## src/fir_dsp_pkg.sv

```systemverilog
`default_nettype none

package fir_dsp_pkg;

  // stream sample width
  parameter int unsigned SAMPLE_W = 16;

  // filter coefficient width
  parameter int unsigned COEFF_W = 16;

  // accumulator width
  // 16 products of 32 bits fit without overflow
  parameter int unsigned ACC_W = 40;

  // one stream sample
  typedef logic [SAMPLE_W-1:0] sample_t;

  // one coefficient
  typedef logic [COEFF_W-1:0] coeff_t;

  // running sum and final result
  typedef logic [ACC_W-1:0] acc_t;

endpackage

`default_nettype wire

```

## src/fir_bus_pkg.sv

```systemverilog
`default_nettype none

package fir_bus_pkg;

  // wishbone byte address and data widths
  parameter int unsigned WB_ADR_W = 8;
  parameter int unsigned WB_DAT_W = 32;

  typedef logic [WB_ADR_W-1:0] wb_adr_t;
  typedef logic [WB_DAT_W-1:0] wb_data_t;

  // region codes in address bits 7:6, code 3 unmapped
  parameter logic [1:0] REGION_REGS    = 2'd0;
  parameter logic [1:0] REGION_SAMPLES = 2'd1;
  parameter logic [1:0] REGION_COEFFS  = 2'd2;

  // register word offsets, address bits 5:2
  parameter logic [3:0] REG_STATUS = 4'd0;
  parameter logic [3:0] REG_SAMPLE = 4'd1;
  parameter logic [3:0] REG_Y_LO   = 4'd2;
  parameter logic [3:0] REG_Y_HI   = 4'd3;
  parameter logic [3:0] REG_SHIFT  = 4'd4;

endpackage

`default_nettype wire

```

## src/wb_region_decode.sv

```systemverilog
`timescale 1ns/1ps
`default_nettype none

module wb_region_decode
  import fir_bus_pkg::*;
(
  input  wire           clk_i,
  input  wire           rst_ni,
  input  wire           cyc_i,
  input  wire           stb_i,
  input  wire wb_adr_t  adr_i,
  // bit 0 regs, bit 1 samples, bit 2 coeffs
  output logic [2:0]    sel_o,
  input  wire wb_data_t dat_regs_i,
  input  wire wb_data_t dat_smp_i,
  input  wire wb_data_t dat_coef_i,
  input  wire           ack_regs_i,
  input  wire           ack_smp_i,
  input  wire           ack_coef_i,
  output wb_data_t      dat_o,
  output logic          ack_o
);

  logic [1:0] region;
  logic       req;
  logic       none_req;
  logic       none_ack_q;

  // region lives in the top two address bits
  assign region = adr_i[7:6];
  assign req    = cyc_i & stb_i;

  // select fan-out and response mux
  always_comb begin
    sel_o    = '0;
    none_req = 1'b0;
    dat_o    = '0;
    ack_o    = none_ack_q;
    case (region)
      REGION_REGS: begin
        sel_o[0] = req;
        dat_o    = dat_regs_i;
        ack_o    = ack_regs_i;
      end
      REGION_SAMPLES: begin
        sel_o[1] = req;
        dat_o    = dat_smp_i;
        ack_o    = ack_smp_i;
      end
      REGION_COEFFS: begin
        sel_o[2] = req;
        dat_o    = dat_coef_i;
        ack_o    = ack_coef_i;
      end
      // unmapped, acked here with zero data
      default: none_req = req;
    endcase
  end

  // single-cycle ack for unmapped accesses
  always_ff @(posedge clk_i or negedge rst_ni) begin
    if (!rst_ni) begin
      none_ack_q <= 1'b0;
    end else begin
      none_ack_q <= none_req & ~none_ack_q;
    end
  end

endmodule

`default_nettype wire

```

## src/fir_sample_ram.sv

```systemverilog
`timescale 1ns/1ps
`default_nettype none

module fir_sample_ram
  import fir_dsp_pkg::*;
  import fir_bus_pkg::*;
#(
  parameter int unsigned LOG2_TAPS = 4
) (
  input  wire                 clk_i,
  input  wire                 rst_ni,
  // engine side
  input  wire                 wr_en_i,
  input  wire [LOG2_TAPS-1:0] wr_idx_i,
  input  wire sample_t        wr_data_i,
  input  wire [LOG2_TAPS-1:0] rd_idx_i,
  output sample_t             rd_data_o,
  // bus side, read only
  input  wire                 wb_sel_i,
  input  wire                 wb_we_i,
  input  wire [3:0]           wb_off_i,
  output wb_data_t            wb_dat_o,
  output logic                wb_ack_o
);

  localparam int unsigned TAPS = 2 ** LOG2_TAPS;

  sample_t mem_q [TAPS];
  logic    req;

  // new request seen, ack not yet given
  assign req = wb_sel_i & ~wb_ack_o;

  // circular storage, engine writes and reads
  always_ff @(posedge clk_i or negedge rst_ni) begin
    if (!rst_ni) begin
      mem_q     <= '{default: '0};
      rd_data_o <= '0;
    end else begin
      if (wr_en_i) begin
        mem_q[wr_idx_i] <= wr_data_i;
      end
      rd_data_o <= mem_q[rd_idx_i];
    end
  end

  // bus reads registered, writes acked and dropped
  always_ff @(posedge clk_i or negedge rst_ni) begin
    if (!rst_ni) begin
      wb_ack_o <= 1'b0;
      wb_dat_o <= '0;
    end else begin
      wb_ack_o <= req;
      if (req) begin
        if (!wb_we_i && wb_off_i < TAPS) begin
          wb_dat_o <= wb_data_t'(mem_q[wb_off_i[LOG2_TAPS-1:0]]);
        end else begin
          wb_dat_o <= '0;
        end
      end
    end
  end

endmodule

`default_nettype wire

```

## src/fir_coeff_ram.sv

```systemverilog
`timescale 1ns/1ps
`default_nettype none

module fir_coeff_ram
  import fir_dsp_pkg::*;
  import fir_bus_pkg::*;
#(
  parameter int unsigned LOG2_TAPS = 4
) (
  input  wire                 clk_i,
  input  wire                 rst_ni,
  // engine read by tap index
  input  wire [LOG2_TAPS-1:0] rd_idx_i,
  output coeff_t              rd_data_o,
  // bus side
  input  wire                 wb_sel_i,
  input  wire                 wb_we_i,
  input  wire [3:0]           wb_off_i,
  input  wire wb_data_t       wb_dat_i,
  output wb_data_t            wb_dat_o,
  output logic                wb_ack_o
);

  localparam int unsigned TAPS = 2 ** LOG2_TAPS;

  coeff_t mem_q [TAPS];
  logic   req;
  logic   hit;

  assign req = wb_sel_i & ~wb_ack_o;
  // offsets past the last tap read zero
  assign hit = (wb_off_i < TAPS);

  always_ff @(posedge clk_i or negedge rst_ni) begin
    if (!rst_ni) begin
      mem_q     <= '{default: '0};
      rd_data_o <= '0;
      wb_ack_o  <= 1'b0;
      wb_dat_o  <= '0;
    end else begin
      rd_data_o <= mem_q[rd_idx_i];
      wb_ack_o  <= req;
      if (req) begin
        // write lands on the ack edge, low half only
        if (wb_we_i && hit) begin
          mem_q[wb_off_i[LOG2_TAPS-1:0]] <= wb_dat_i[COEFF_W-1:0];
        end
        if (!wb_we_i && hit) begin
          wb_dat_o <= wb_data_t'(mem_q[wb_off_i[LOG2_TAPS-1:0]]);
        end else begin
          wb_dat_o <= '0;
        end
      end
    end
  end

endmodule

`default_nettype wire

```

## src/fir_regs.sv

```systemverilog
`timescale 1ns/1ps
`default_nettype none

module fir_regs
  import fir_dsp_pkg::*;
  import fir_bus_pkg::*;
(
  input  wire           clk_i,
  input  wire           rst_ni,
  input  wire           wb_sel_i,
  input  wire           wb_we_i,
  input  wire [3:0]     wb_off_i,
  input  wire wb_data_t wb_dat_i,
  output wb_data_t      wb_dat_o,
  output logic          wb_ack_o,
  // sample injection towards the engine
  output logic          inject_o,
  output sample_t       inject_sample_o,
  // engine status and results
  input  wire           busy_i,
  input  wire           drop_i,
  input  wire           y_valid_i,
  input  wire acc_t     y_i,
  input  wire sample_t  shift_i
);

  logic    req;
  logic    overrun_q;
  acc_t    y_q;
  sample_t shift_q;

  assign req = wb_sel_i & ~wb_ack_o;

  // bus access, data registered with the ack
  always_ff @(posedge clk_i or negedge rst_ni) begin
    if (!rst_ni) begin
      wb_ack_o        <= 1'b0;
      wb_dat_o        <= '0;
      inject_o        <= 1'b0;
      inject_sample_o <= '0;
    end else begin
      wb_ack_o <= req;
      inject_o <= 1'b0;
      if (req) begin
        if (wb_we_i) begin
          wb_dat_o <= '0;
          // sample write becomes a one-cycle pulse
          if (wb_off_i == REG_SAMPLE) begin
            inject_o        <= 1'b1;
            inject_sample_o <= wb_dat_i[SAMPLE_W-1:0];
          end
        end else begin
          case (wb_off_i)
            REG_STATUS: wb_dat_o <= wb_data_t'({overrun_q, busy_i});
            REG_Y_LO:   wb_dat_o <= y_q[WB_DAT_W-1:0];
            // upper result bits, zero-extended
            REG_Y_HI:   wb_dat_o <= wb_data_t'(y_q[ACC_W-1:WB_DAT_W]);
            REG_SHIFT:  wb_dat_o <= wb_data_t'(shift_q);
            default:    wb_dat_o <= '0;
          endcase
        end
      end
    end
  end

  // sticky overrun, new drop beats a clear
  always_ff @(posedge clk_i or negedge rst_ni) begin
    if (!rst_ni) begin
      overrun_q <= 1'b0;
      y_q       <= '0;
      shift_q   <= '0;
    end else begin
      if (drop_i) begin
        overrun_q <= 1'b1;
      end else if (req && wb_we_i && wb_off_i == REG_STATUS) begin
        overrun_q <= 1'b0;
      end
      // result snapshot for readback
      if (y_valid_i) begin
        y_q     <= y_i;
        shift_q <= shift_i;
      end
    end
  end

endmodule

`default_nettype wire

```

## src/fir_engine.sv

```systemverilog
`timescale 1ns/1ps
`default_nettype none

module fir_engine
  import fir_dsp_pkg::*;
#(
  parameter int unsigned LOG2_TAPS = 4
) (
  input  wire                  clk_i,
  input  wire                  rst_ni,
  input  wire                  valid_i,
  input  wire sample_t         sample_i,
  input  wire                  inject_i,
  input  wire sample_t         inject_sample_i,
  output logic                 smp_wr_en_o,
  output logic [LOG2_TAPS-1:0] smp_wr_idx_o,
  output sample_t              smp_wr_data_o,
  output logic [LOG2_TAPS-1:0] smp_rd_idx_o,
  input  wire sample_t         smp_rd_data_i,
  output logic [LOG2_TAPS-1:0] coef_rd_idx_o,
  input  wire coeff_t          coef_rd_data_i,
  output acc_t                 y_o,
  output logic                 y_valid_o,
  output sample_t              shift_o,
  output logic                 busy_o,
  output logic                 drop_o
);

  typedef enum logic [2:0] {IDLE, WRITE, FETCH, DRAIN, DONE} state_t;

  state_t               state_q;
  logic                 valid_q;
  logic                 pin_rise;
  logic                 arrive;
  logic                 accept;
  sample_t              sample_q;
  logic [LOG2_TAPS-1:0] wr_ptr_q;
  logic [LOG2_TAPS-1:0] rd_idx_q;
  logic [LOG2_TAPS-1:0] coef_idx_q;
  logic                 mac_en_q;
  acc_t                 acc_q;
  acc_t                 product;
  sample_t              oldest_q;

  // pin edge or bus injection, only taken when idle
  assign pin_rise = valid_i & ~valid_q;
  assign arrive   = pin_rise | inject_i;
  assign busy_o   = (state_q != IDLE);
  assign accept   = arrive & ~busy_o;

  assign smp_wr_en_o   = (state_q == WRITE);
  assign smp_wr_idx_o  = wr_ptr_q;
  assign smp_wr_data_o = sample_q;
  assign smp_rd_idx_o  = rd_idx_q;
  assign coef_rd_idx_o = coef_idx_q;
  // both memory outputs are already registered
  assign product = acc_t'(smp_rd_data_i) * acc_t'(coef_rd_data_i);

  always_ff @(posedge clk_i or negedge rst_ni) begin
    if (!rst_ni) begin
      valid_q  <= 1'b0;
      drop_o   <= 1'b0;
      sample_q <= '0;
    end else begin
      valid_q <= valid_i;
      // pin loses to injection in the same cycle
      drop_o  <= (pin_rise & inject_i) | (arrive & busy_o);
      if (accept) begin
        sample_q <= inject_i ? inject_sample_i : sample_i;
      end
    end
  end

  // address walk, samples newest first, coefficients from 0
  always_ff @(posedge clk_i or negedge rst_ni) begin
    if (!rst_ni) begin
      state_q    <= IDLE;
      wr_ptr_q   <= '0;
      rd_idx_q   <= '0;
      coef_idx_q <= '0;
    end else begin
      case (state_q)
        IDLE: if (accept) state_q <= WRITE;
        WRITE: begin
          wr_ptr_q   <= wr_ptr_q + 1'b1;
          rd_idx_q   <= wr_ptr_q;
          coef_idx_q <= '0;
          state_q    <= FETCH;
        end
        FETCH: begin
          // wraps modulo taps
          rd_idx_q   <= rd_idx_q - 1'b1;
          coef_idx_q <= coef_idx_q + 1'b1;
          if (coef_idx_q == '1) state_q <= DRAIN;
        end
        DRAIN:   state_q <= DONE;
        DONE:    state_q <= IDLE;
        default: state_q <= IDLE;
      endcase
    end
  end

  // accumulate one cycle behind the reads
  always_ff @(posedge clk_i or negedge rst_ni) begin
    if (!rst_ni) begin
      mac_en_q  <= 1'b0;
      acc_q     <= '0;
      oldest_q  <= '0;
      y_o       <= '0;
      shift_o   <= '0;
      y_valid_o <= 1'b0;
    end else begin
      mac_en_q  <= (state_q == FETCH);
      y_valid_o <= 1'b0;
      if (accept) begin
        acc_q <= '0;
      end else if (mac_en_q) begin
        acc_q <= acc_q + product;
      end
      // last read of the window is the oldest sample
      if (state_q == DRAIN) oldest_q <= smp_rd_data_i;
      if (state_q == DONE) begin
        y_o       <= acc_q;
        shift_o   <= oldest_q;
        y_valid_o <= 1'b1;
      end
    end
  end

endmodule

`default_nettype wire

```

## src/fir_top.sv

```systemverilog
`timescale 1ns/1ps
`default_nettype none

module fir_top
  import fir_dsp_pkg::*;
  import fir_bus_pkg::*;
#(
  parameter int unsigned LOG2_TAPS = 4
) (
  input  wire           clk_i,
  input  wire           rst_ni,
  // sample stream
  input  wire           valid_i,
  input  wire sample_t  sample_i,
  output acc_t          y_o,
  output logic          y_valid_o,
  output sample_t       shift_o,
  // wishbone classic target
  input  wire           wb_cyc_i,
  input  wire           wb_stb_i,
  input  wire           wb_we_i,
  input  wire wb_adr_t  wb_adr_i,
  input  wire wb_data_t wb_dat_i,
  output wb_data_t      wb_dat_o,
  output logic          wb_ack_o
);

  logic [2:0]           sel;
  logic [3:0]           wb_off;
  wb_data_t             dat_regs;
  wb_data_t             dat_smp;
  wb_data_t             dat_coef;
  logic                 ack_regs;
  logic                 ack_smp;
  logic                 ack_coef;
  logic                 inject;
  sample_t              inject_sample;
  logic                 busy;
  logic                 drop;
  logic                 smp_wr_en;
  logic [LOG2_TAPS-1:0] smp_wr_idx;
  sample_t              smp_wr_data;
  logic [LOG2_TAPS-1:0] smp_rd_idx;
  sample_t              smp_rd_data;
  logic [LOG2_TAPS-1:0] coef_rd_idx;
  coeff_t               coef_rd_data;

  // word offset shared by every target
  assign wb_off = wb_adr_i[5:2];

  wb_region_decode u_decode (
    .clk_i, .rst_ni, .cyc_i(wb_cyc_i), .stb_i(wb_stb_i), .adr_i(wb_adr_i), .sel_o(sel),
    .dat_regs_i(dat_regs), .dat_smp_i(dat_smp), .dat_coef_i(dat_coef),
    .ack_regs_i(ack_regs), .ack_smp_i(ack_smp), .ack_coef_i(ack_coef),
    .dat_o(wb_dat_o), .ack_o(wb_ack_o)
  );

  fir_regs u_regs (
    .clk_i, .rst_ni, .wb_sel_i(sel[0]), .wb_we_i, .wb_off_i(wb_off), .wb_dat_i,
    .wb_dat_o(dat_regs), .wb_ack_o(ack_regs),
    .inject_o(inject), .inject_sample_o(inject_sample),
    .busy_i(busy), .drop_i(drop), .y_valid_i(y_valid_o), .y_i(y_o), .shift_i(shift_o)
  );

  fir_sample_ram #(.LOG2_TAPS(LOG2_TAPS)) u_sample_ram (
    .clk_i, .rst_ni, .wr_en_i(smp_wr_en), .wr_idx_i(smp_wr_idx), .wr_data_i(smp_wr_data),
    .rd_idx_i(smp_rd_idx), .rd_data_o(smp_rd_data),
    .wb_sel_i(sel[1]), .wb_we_i, .wb_off_i(wb_off), .wb_dat_o(dat_smp), .wb_ack_o(ack_smp)
  );

  fir_coeff_ram #(.LOG2_TAPS(LOG2_TAPS)) u_coeff_ram (
    .clk_i, .rst_ni, .rd_idx_i(coef_rd_idx), .rd_data_o(coef_rd_data),
    .wb_sel_i(sel[2]), .wb_we_i, .wb_off_i(wb_off), .wb_dat_i,
    .wb_dat_o(dat_coef), .wb_ack_o(ack_coef)
  );

  fir_engine #(.LOG2_TAPS(LOG2_TAPS)) u_engine (
    .clk_i, .rst_ni, .valid_i, .sample_i, .inject_i(inject), .inject_sample_i(inject_sample),
    .smp_wr_en_o(smp_wr_en), .smp_wr_idx_o(smp_wr_idx), .smp_wr_data_o(smp_wr_data),
    .smp_rd_idx_o(smp_rd_idx), .smp_rd_data_i(smp_rd_data),
    .coef_rd_idx_o(coef_rd_idx), .coef_rd_data_i(coef_rd_data),
    .y_o, .y_valid_o, .shift_o, .busy_o(busy), .drop_o(drop)
  );

endmodule

`default_nettype wire

```

## config.mk

```make
export PLATFORM = sky130hd
export DESIGN_NAME = fir_top
export DESIGN_NICKNAME = d
export VERILOG_FILES = /design/src/fir_dsp_pkg.sv /design/src/fir_bus_pkg.sv /design/src/wb_region_decode.sv /design/src/fir_sample_ram.sv /design/src/fir_coeff_ram.sv /design/src/fir_regs.sv /design/src/fir_engine.sv /design/src/fir_top.sv
export SDC_FILE = /design/constraint.sdc
export NUM_CORES = 2
export LEC_CHECK = 0
export BUFFER_PORTS_ARGS = -buffer_cell sky130_fd_sc_hd__buf_4
export CORE_MARGIN = 2
export CORE_UTILIZATION = 40
export DETAILED_ROUTE_END_ITERATION = 16
export PLACE_DENSITY_LB_ADDON = 0.2
export REMOVE_ABC_BUFFERS = 1
export SYNTH_ARGS = -nofsm -noshare
export SYNTH_HDL_FRONTEND = slang
export SYNTH_HIERARCHICAL = 1
export SYNTH_SLANG_ARGS = --single-unit
```

## constraint.sdc

```tcl
create_clock -name clk_i -period 8.1 [get_ports clk_i]
set_input_delay 1.62 -clock clk_i [delete_from_list [all_inputs] [get_ports clk_i]]
set_output_delay 1.62 -clock clk_i [all_outputs]
set_load 0.03 [all_outputs]
```

==> load_flow_metrics.sql <==
INSERT INTO impl_metrics (metric_group, metric, value, unit) VALUES
('outcome', 'run_status', 'complete, no violations', ''),
('cts', 'clkTransAtPathRegs', '0.06', 'ns'),
('detailed_routing', 'drt_pre_antenna_iters', '7', ''),
('timing', 'tightestPinTransition', '1.17', 'ns'),
('power_and_ir_drop', 'power_density', '254', 'nW/um^2'),
('yosys', 'synth-seq-cells', '833', ''),
('timing', 'finalSetupTns', '0', 'ns'),
('yosys', 'synth.avg_cell_area', '13.0', 'sq um'),
('cts', 'cts_tree', 'yes', ''),
('timing', 'layout_worst_path_cycle_share', '89.8', '%'),
('cts', 'clock-root-buffer', 'sky130_fd_sc_hd__clkbuf_16', ''),
('timing', 'worst_clock_skew', '0.0834', 'ns'),
('cts', 'cts_made_buffers', '96', ''),
('cts', 'clock_latency', '0.72', 'ns'),
('cts', 'hold_buffers', '0', ''),
('setup_path', 'timing.critical_path.fanout_max', '16', ''),
('detailed_routing', 'route.vias.total', '31505', ''),
('grt', 'grt_first_pass_wirelength', '221000', 'microns'),
('detailed_routing', 'post_drt_via_cell_ratio', '5.60', ''),
('grt', 'globalRoute.totalOverflow', '0', ''),
('cts', 'max-clock-path-buffers', '3', ''),
('timing', 'worst_setup_slack_final', '0.824', 'ns'),
('die', 'die-width', '359', 'microns'),
('die', 'core-area', '125000', 'sq um'),
('timing', 'achievable-frequency', '137', 'MHz'),
('grt', 'global_route.usage.total', '23.0', '%'),
('yosys', 'mappedNetlistArea', '50400', 'sq um'),
('power_and_ir_drop', 'leakage', '26.9', 'nW'),
('placed_design', 'placement.setup.worst_slack', '0.929', 'ns'),
('yosys', 'synth_flop_cell', 'sky130_fd_sc_hd__dfrtp_1', ''),
('power_and_ir_drop', 'worst_ir_drop_vdd', '0.000175', 'V'),
('timing', 'maxSlewHeadroom', '21.8', '%'),
('worst_hold_path', 'holdCritPathClass', 'flop to flop', ''),
('die', 'row_count', '130', ''),
('timing', 'fin_crit', '7.28', 'ns'),
('grt', 'grt_antenna_before_repair', '6', ''),
('timing', 'timing.final.setup_violations', '0', ''),
('cts', 'ctsResizeCount', '0', ''),
('placed_design', 'port_buffers', '133', ''),
('detailed_routing', 'antenna_left', '0', ''),
('setup_path', 'crit_path_end_kind', 'flop', ''),
('placed_design', 'gp_congestion', '0.861', ''),
('yosys', 'synth_enable_flop_cells', '0', ''),
('yosys', 'synth_sequential_area_ratio', '41.3', '%'),
('timing', 'finalHoldViolations', '0', ''),
('detailed_routing', 'route.detailed.wl_per_inst', '26.3', 'microns'),
('final_layout', 'final_nets', '4301', ''),
('detailed_routing', 'wl', '148000', 'microns'),
('grt', 'grt_pass1_vias', '32501', ''),
('worst_hold_path', 'min_path_cells', '1', ''),
('setup_path', 'reg2reg_depth', '20', ''),
('die', 'ios', '152', ''),
('cts', 'postCtsSetupRepairBufs', '0', ''),
('die', 'floorplan.die_area', '129000', 'sq um'),
('final_layout', 'fillers', '11501', ''),
('final_layout', 'multi_input_comb_area', '26800', 'sq um'),
('yosys', 'yosys_warnings', '6', ''),
('cts', 'htree_num_levels', '3', ''),
('setup_path', 'cp.arrival', '7.90', 'ns'),
('detailed_routing', 'first_iteration_detailed_routing_drc_count', '2389', ''),
('yosys', 'async_flop_share', '100', '%'),
('final_layout', 'antenna_cells', '0', ''),
('detailed_routing', 'drcViolationCount', '0', ''),
('run', 'cap_viol_max_count', '0', ''),
('grt', 'maximum_number_of_pins_on_one_net_before_global_route_repair', '153', ''),
('final_layout', 'drive_gt1_share', '32.2', '%'),
('placed_design', 'place_hpwl', '97200', 'microns'),
('timing', 'slew_viol_final', '0', ''),
('final_layout', 'regArea', '20900', 'sq um'),
('final_layout', 'final_core_util', '44.5', '%'),
('timing', 'unrepaired_setup_endpoints_after_global_routing', 'false', ''),
('final_layout', 'final_cell_area', '55900', 'sq um'),
('yosys', 'yosysUniqueCellTypes', '94', ''),
('setup_path', 'crit_path_start_kind', 'flop', ''),
('die', 'initial_utilization', '40.2', '%'),
('setup_path', 'timing_worst_setup_path_type', 'flop to flop', ''),
('yosys', 'synthesis.instances', '3867', ''),
('cts', 'cts.sink_count', '833', ''),
('placed_design', 'postPlaceCellArea', '52700', 'sq um'),
('die', 'die_h', '359', 'microns'),
('final_layout', 'flow.area_growth_from_synthesis', '10.8', '%'),
('setup_path', 'worst_ep_required_time', '8.72', 'ns');
[final timing paths]
check / from / endpoint / slack (ns)
max in group asynchronous: rst_ni / u_coeff_ram/mem_q[33] / 5.33
max: u_coeff_ram/rd_data_o[1] / u_engine/acc_q[36] / 0.82
min in group asynchronous: rst_ni / u_sample_ram/mem_q[180] / 0.97
max reg2reg: u_coeff_ram/rd_data_o[1] / u_engine/acc_q[36] / 0.82
min: u_decode/none_ack_q / u_decode/none_ack_q / 0.44
min reg2reg: u_decode/none_ack_q / u_decode/none_ack_q / 0.44
[sequential cells by signal, indices dropped and copies added (netlist names), 16 cells and up]
| register | cells |
|---|---|
| u_sample_ram/wb_dat_o | 16 |
| u_sample_ram/rd_data_o | 16 |
| u_coeff_ram/wb_dat_o | 16 |
| u_regs/inject_sample_o | 16 |
| u_coeff_ram/mem_q | 256 |
| u_regs/wb_dat_o | 32 |
| u_engine/shift_o | 16 |
| u_engine/oldest_q | 16 |
| u_engine/acc_q | 40 |
| u_regs/shift_q | 16 |
| u_engine/smp_wr_data_o | 16 |
| u_sample_ram/mem_q | 256 |
| u_engine/y_o | 40 |
| u_coeff_ram/rd_data_o | 16 |
| u_regs/y_q | 40 |
[where the power goes]
| group | switching [mW] | internal, mW |
|---|---|---|
| clock | 1.85 | 2.54 |
| sequential | 1.21 | 4.88 |
| combinational | 1.96 | 1.74 |
[layer usage]
layer / vias up / routed length [microns] / GRT usage, %
li1: 13635 / - / -
met5: - / 30 / 0
met4: 4 / 4140 / 6.40
met1: 16908 / 66200 / 32.1
met3: 192 / 8350 / 4.63
met2: 766 / 68900 / 36.4
[synth_stat cells (all sizes together) (61+ instances only)]
master  number  area share (%)
inv        361             2.7
ha         113             2.8
mux2       662              15
buf        160             2.2
dfrtp      833              41
mux2i      171             3.4
mux4       249              11
nor2        61            0.52
and2       125             1.6
fa         226             9.0
nand2      296             2.2
clkbuf     132            0.99
o21ai       82            0.82
[stage by stage]
step	instances	power (mW)	hold WS [ns]
after global placement	5452	9.82	0.414
after detailed placement	5452	9.88	0.424
after floorplan	3604	8.15	0.403
after global routing	5622	14.9	0.457
after CTS	5622	14.3	0.433
final	5622	14.2	0.440
[cell families (layout without fill, tap and decap cells)]
| family | after synthesis | count (layout) | synth area share, % |
|---|---|---|---|
| other | 2 | 32 | 0.0149 |
| flip-flops | 833 | 833 | 41.3 |
| AND/OR/NAND/NOR | 589 | 589 | 5.91 |
| buffers and inverters | 655 | 730 | 5.92 |
| XOR/XNOR | 30 | 30 | 0.521 |
| adder cells (fa/ha/maj) | 340 | 340 | 11.8 |
| multiplexers | 1082 | 1082 | 29.7 |
| AO/OA/AOI/OAI | 336 | 336 | 4.75 |
[worst max-delay path, cell delays in order, from the launching register on]
cell and delay (ns):
sky130_fd_sc_hd__dfrtp_1 1.07, sky130_fd_sc_hd__nand2_1 0.19, sky130_fd_sc_hd__fa_1 0.55, sky130_fd_sc_hd__fa_1 0.58, sky130_fd_sc_hd__fa_1 0.45, sky130_fd_sc_hd__fa_1 0.54
sky130_fd_sc_hd__inv_1 0.05, sky130_fd_sc_hd__fa_1 0.47, sky130_fd_sc_hd__inv_1 0.05, sky130_fd_sc_hd__fa_1 0.48, sky130_fd_sc_hd__inv_1 0.04, sky130_fd_sc_hd__ha_1 0.39
sky130_fd_sc_hd__nand2_1 0.09, sky130_fd_sc_hd__o21ai_0 0.26, sky130_fd_sc_hd__a31oi_1 0.14, sky130_fd_sc_hd__or2_2 0.32, sky130_fd_sc_hd__a211oi_1 0.49, sky130_fd_sc_hd__o21ai_1 0.27
sky130_fd_sc_hd__a2111oi_2 0.43, sky130_fd_sc_hd__o21ai_0 0.15, sky130_fd_sc_hd__a21oi_1 0.15
[cell type report]
| class | instances | area share, % |
|---|---|---|
| Multi-Input combinational cell | 2409 | 48.0 |
| Sequential cell | 833 | 37.3 |
| Clock buffer | 136 | 4.95 |
| Tap cell | 1650 | 3.70 |
| Timing Repair Buffer | 198 | 2.83 |
| Inverter | 362 | 2.43 |
| Clock inverter | 34 | 0.735 |
[cell usage in the layout (no fill, tap or decap), drive strengths merged, types with 7 or more instances in the layout]
cell	instances
buf	197
xor2	9
mux4	249
nor2b	11
o21ai	82
a32oi	12
o2bb2ai	34
o31ai	13
a21oi	37
ha	113
nor2	61
inv	367
and2	125
nand2	296
conb	32
fa	226
mux2i	171
clkbuf	137
and3	10
a22oi	57
or3	7
nand4	8
dfrtp	833
a22o	18
mux2	662
a221oi	22
a21o	20
nor3	14
clkinv	22
nand2b	13
nand3	15
xnor2	21
Note: power is estimated with default switching activity, not from simulation.
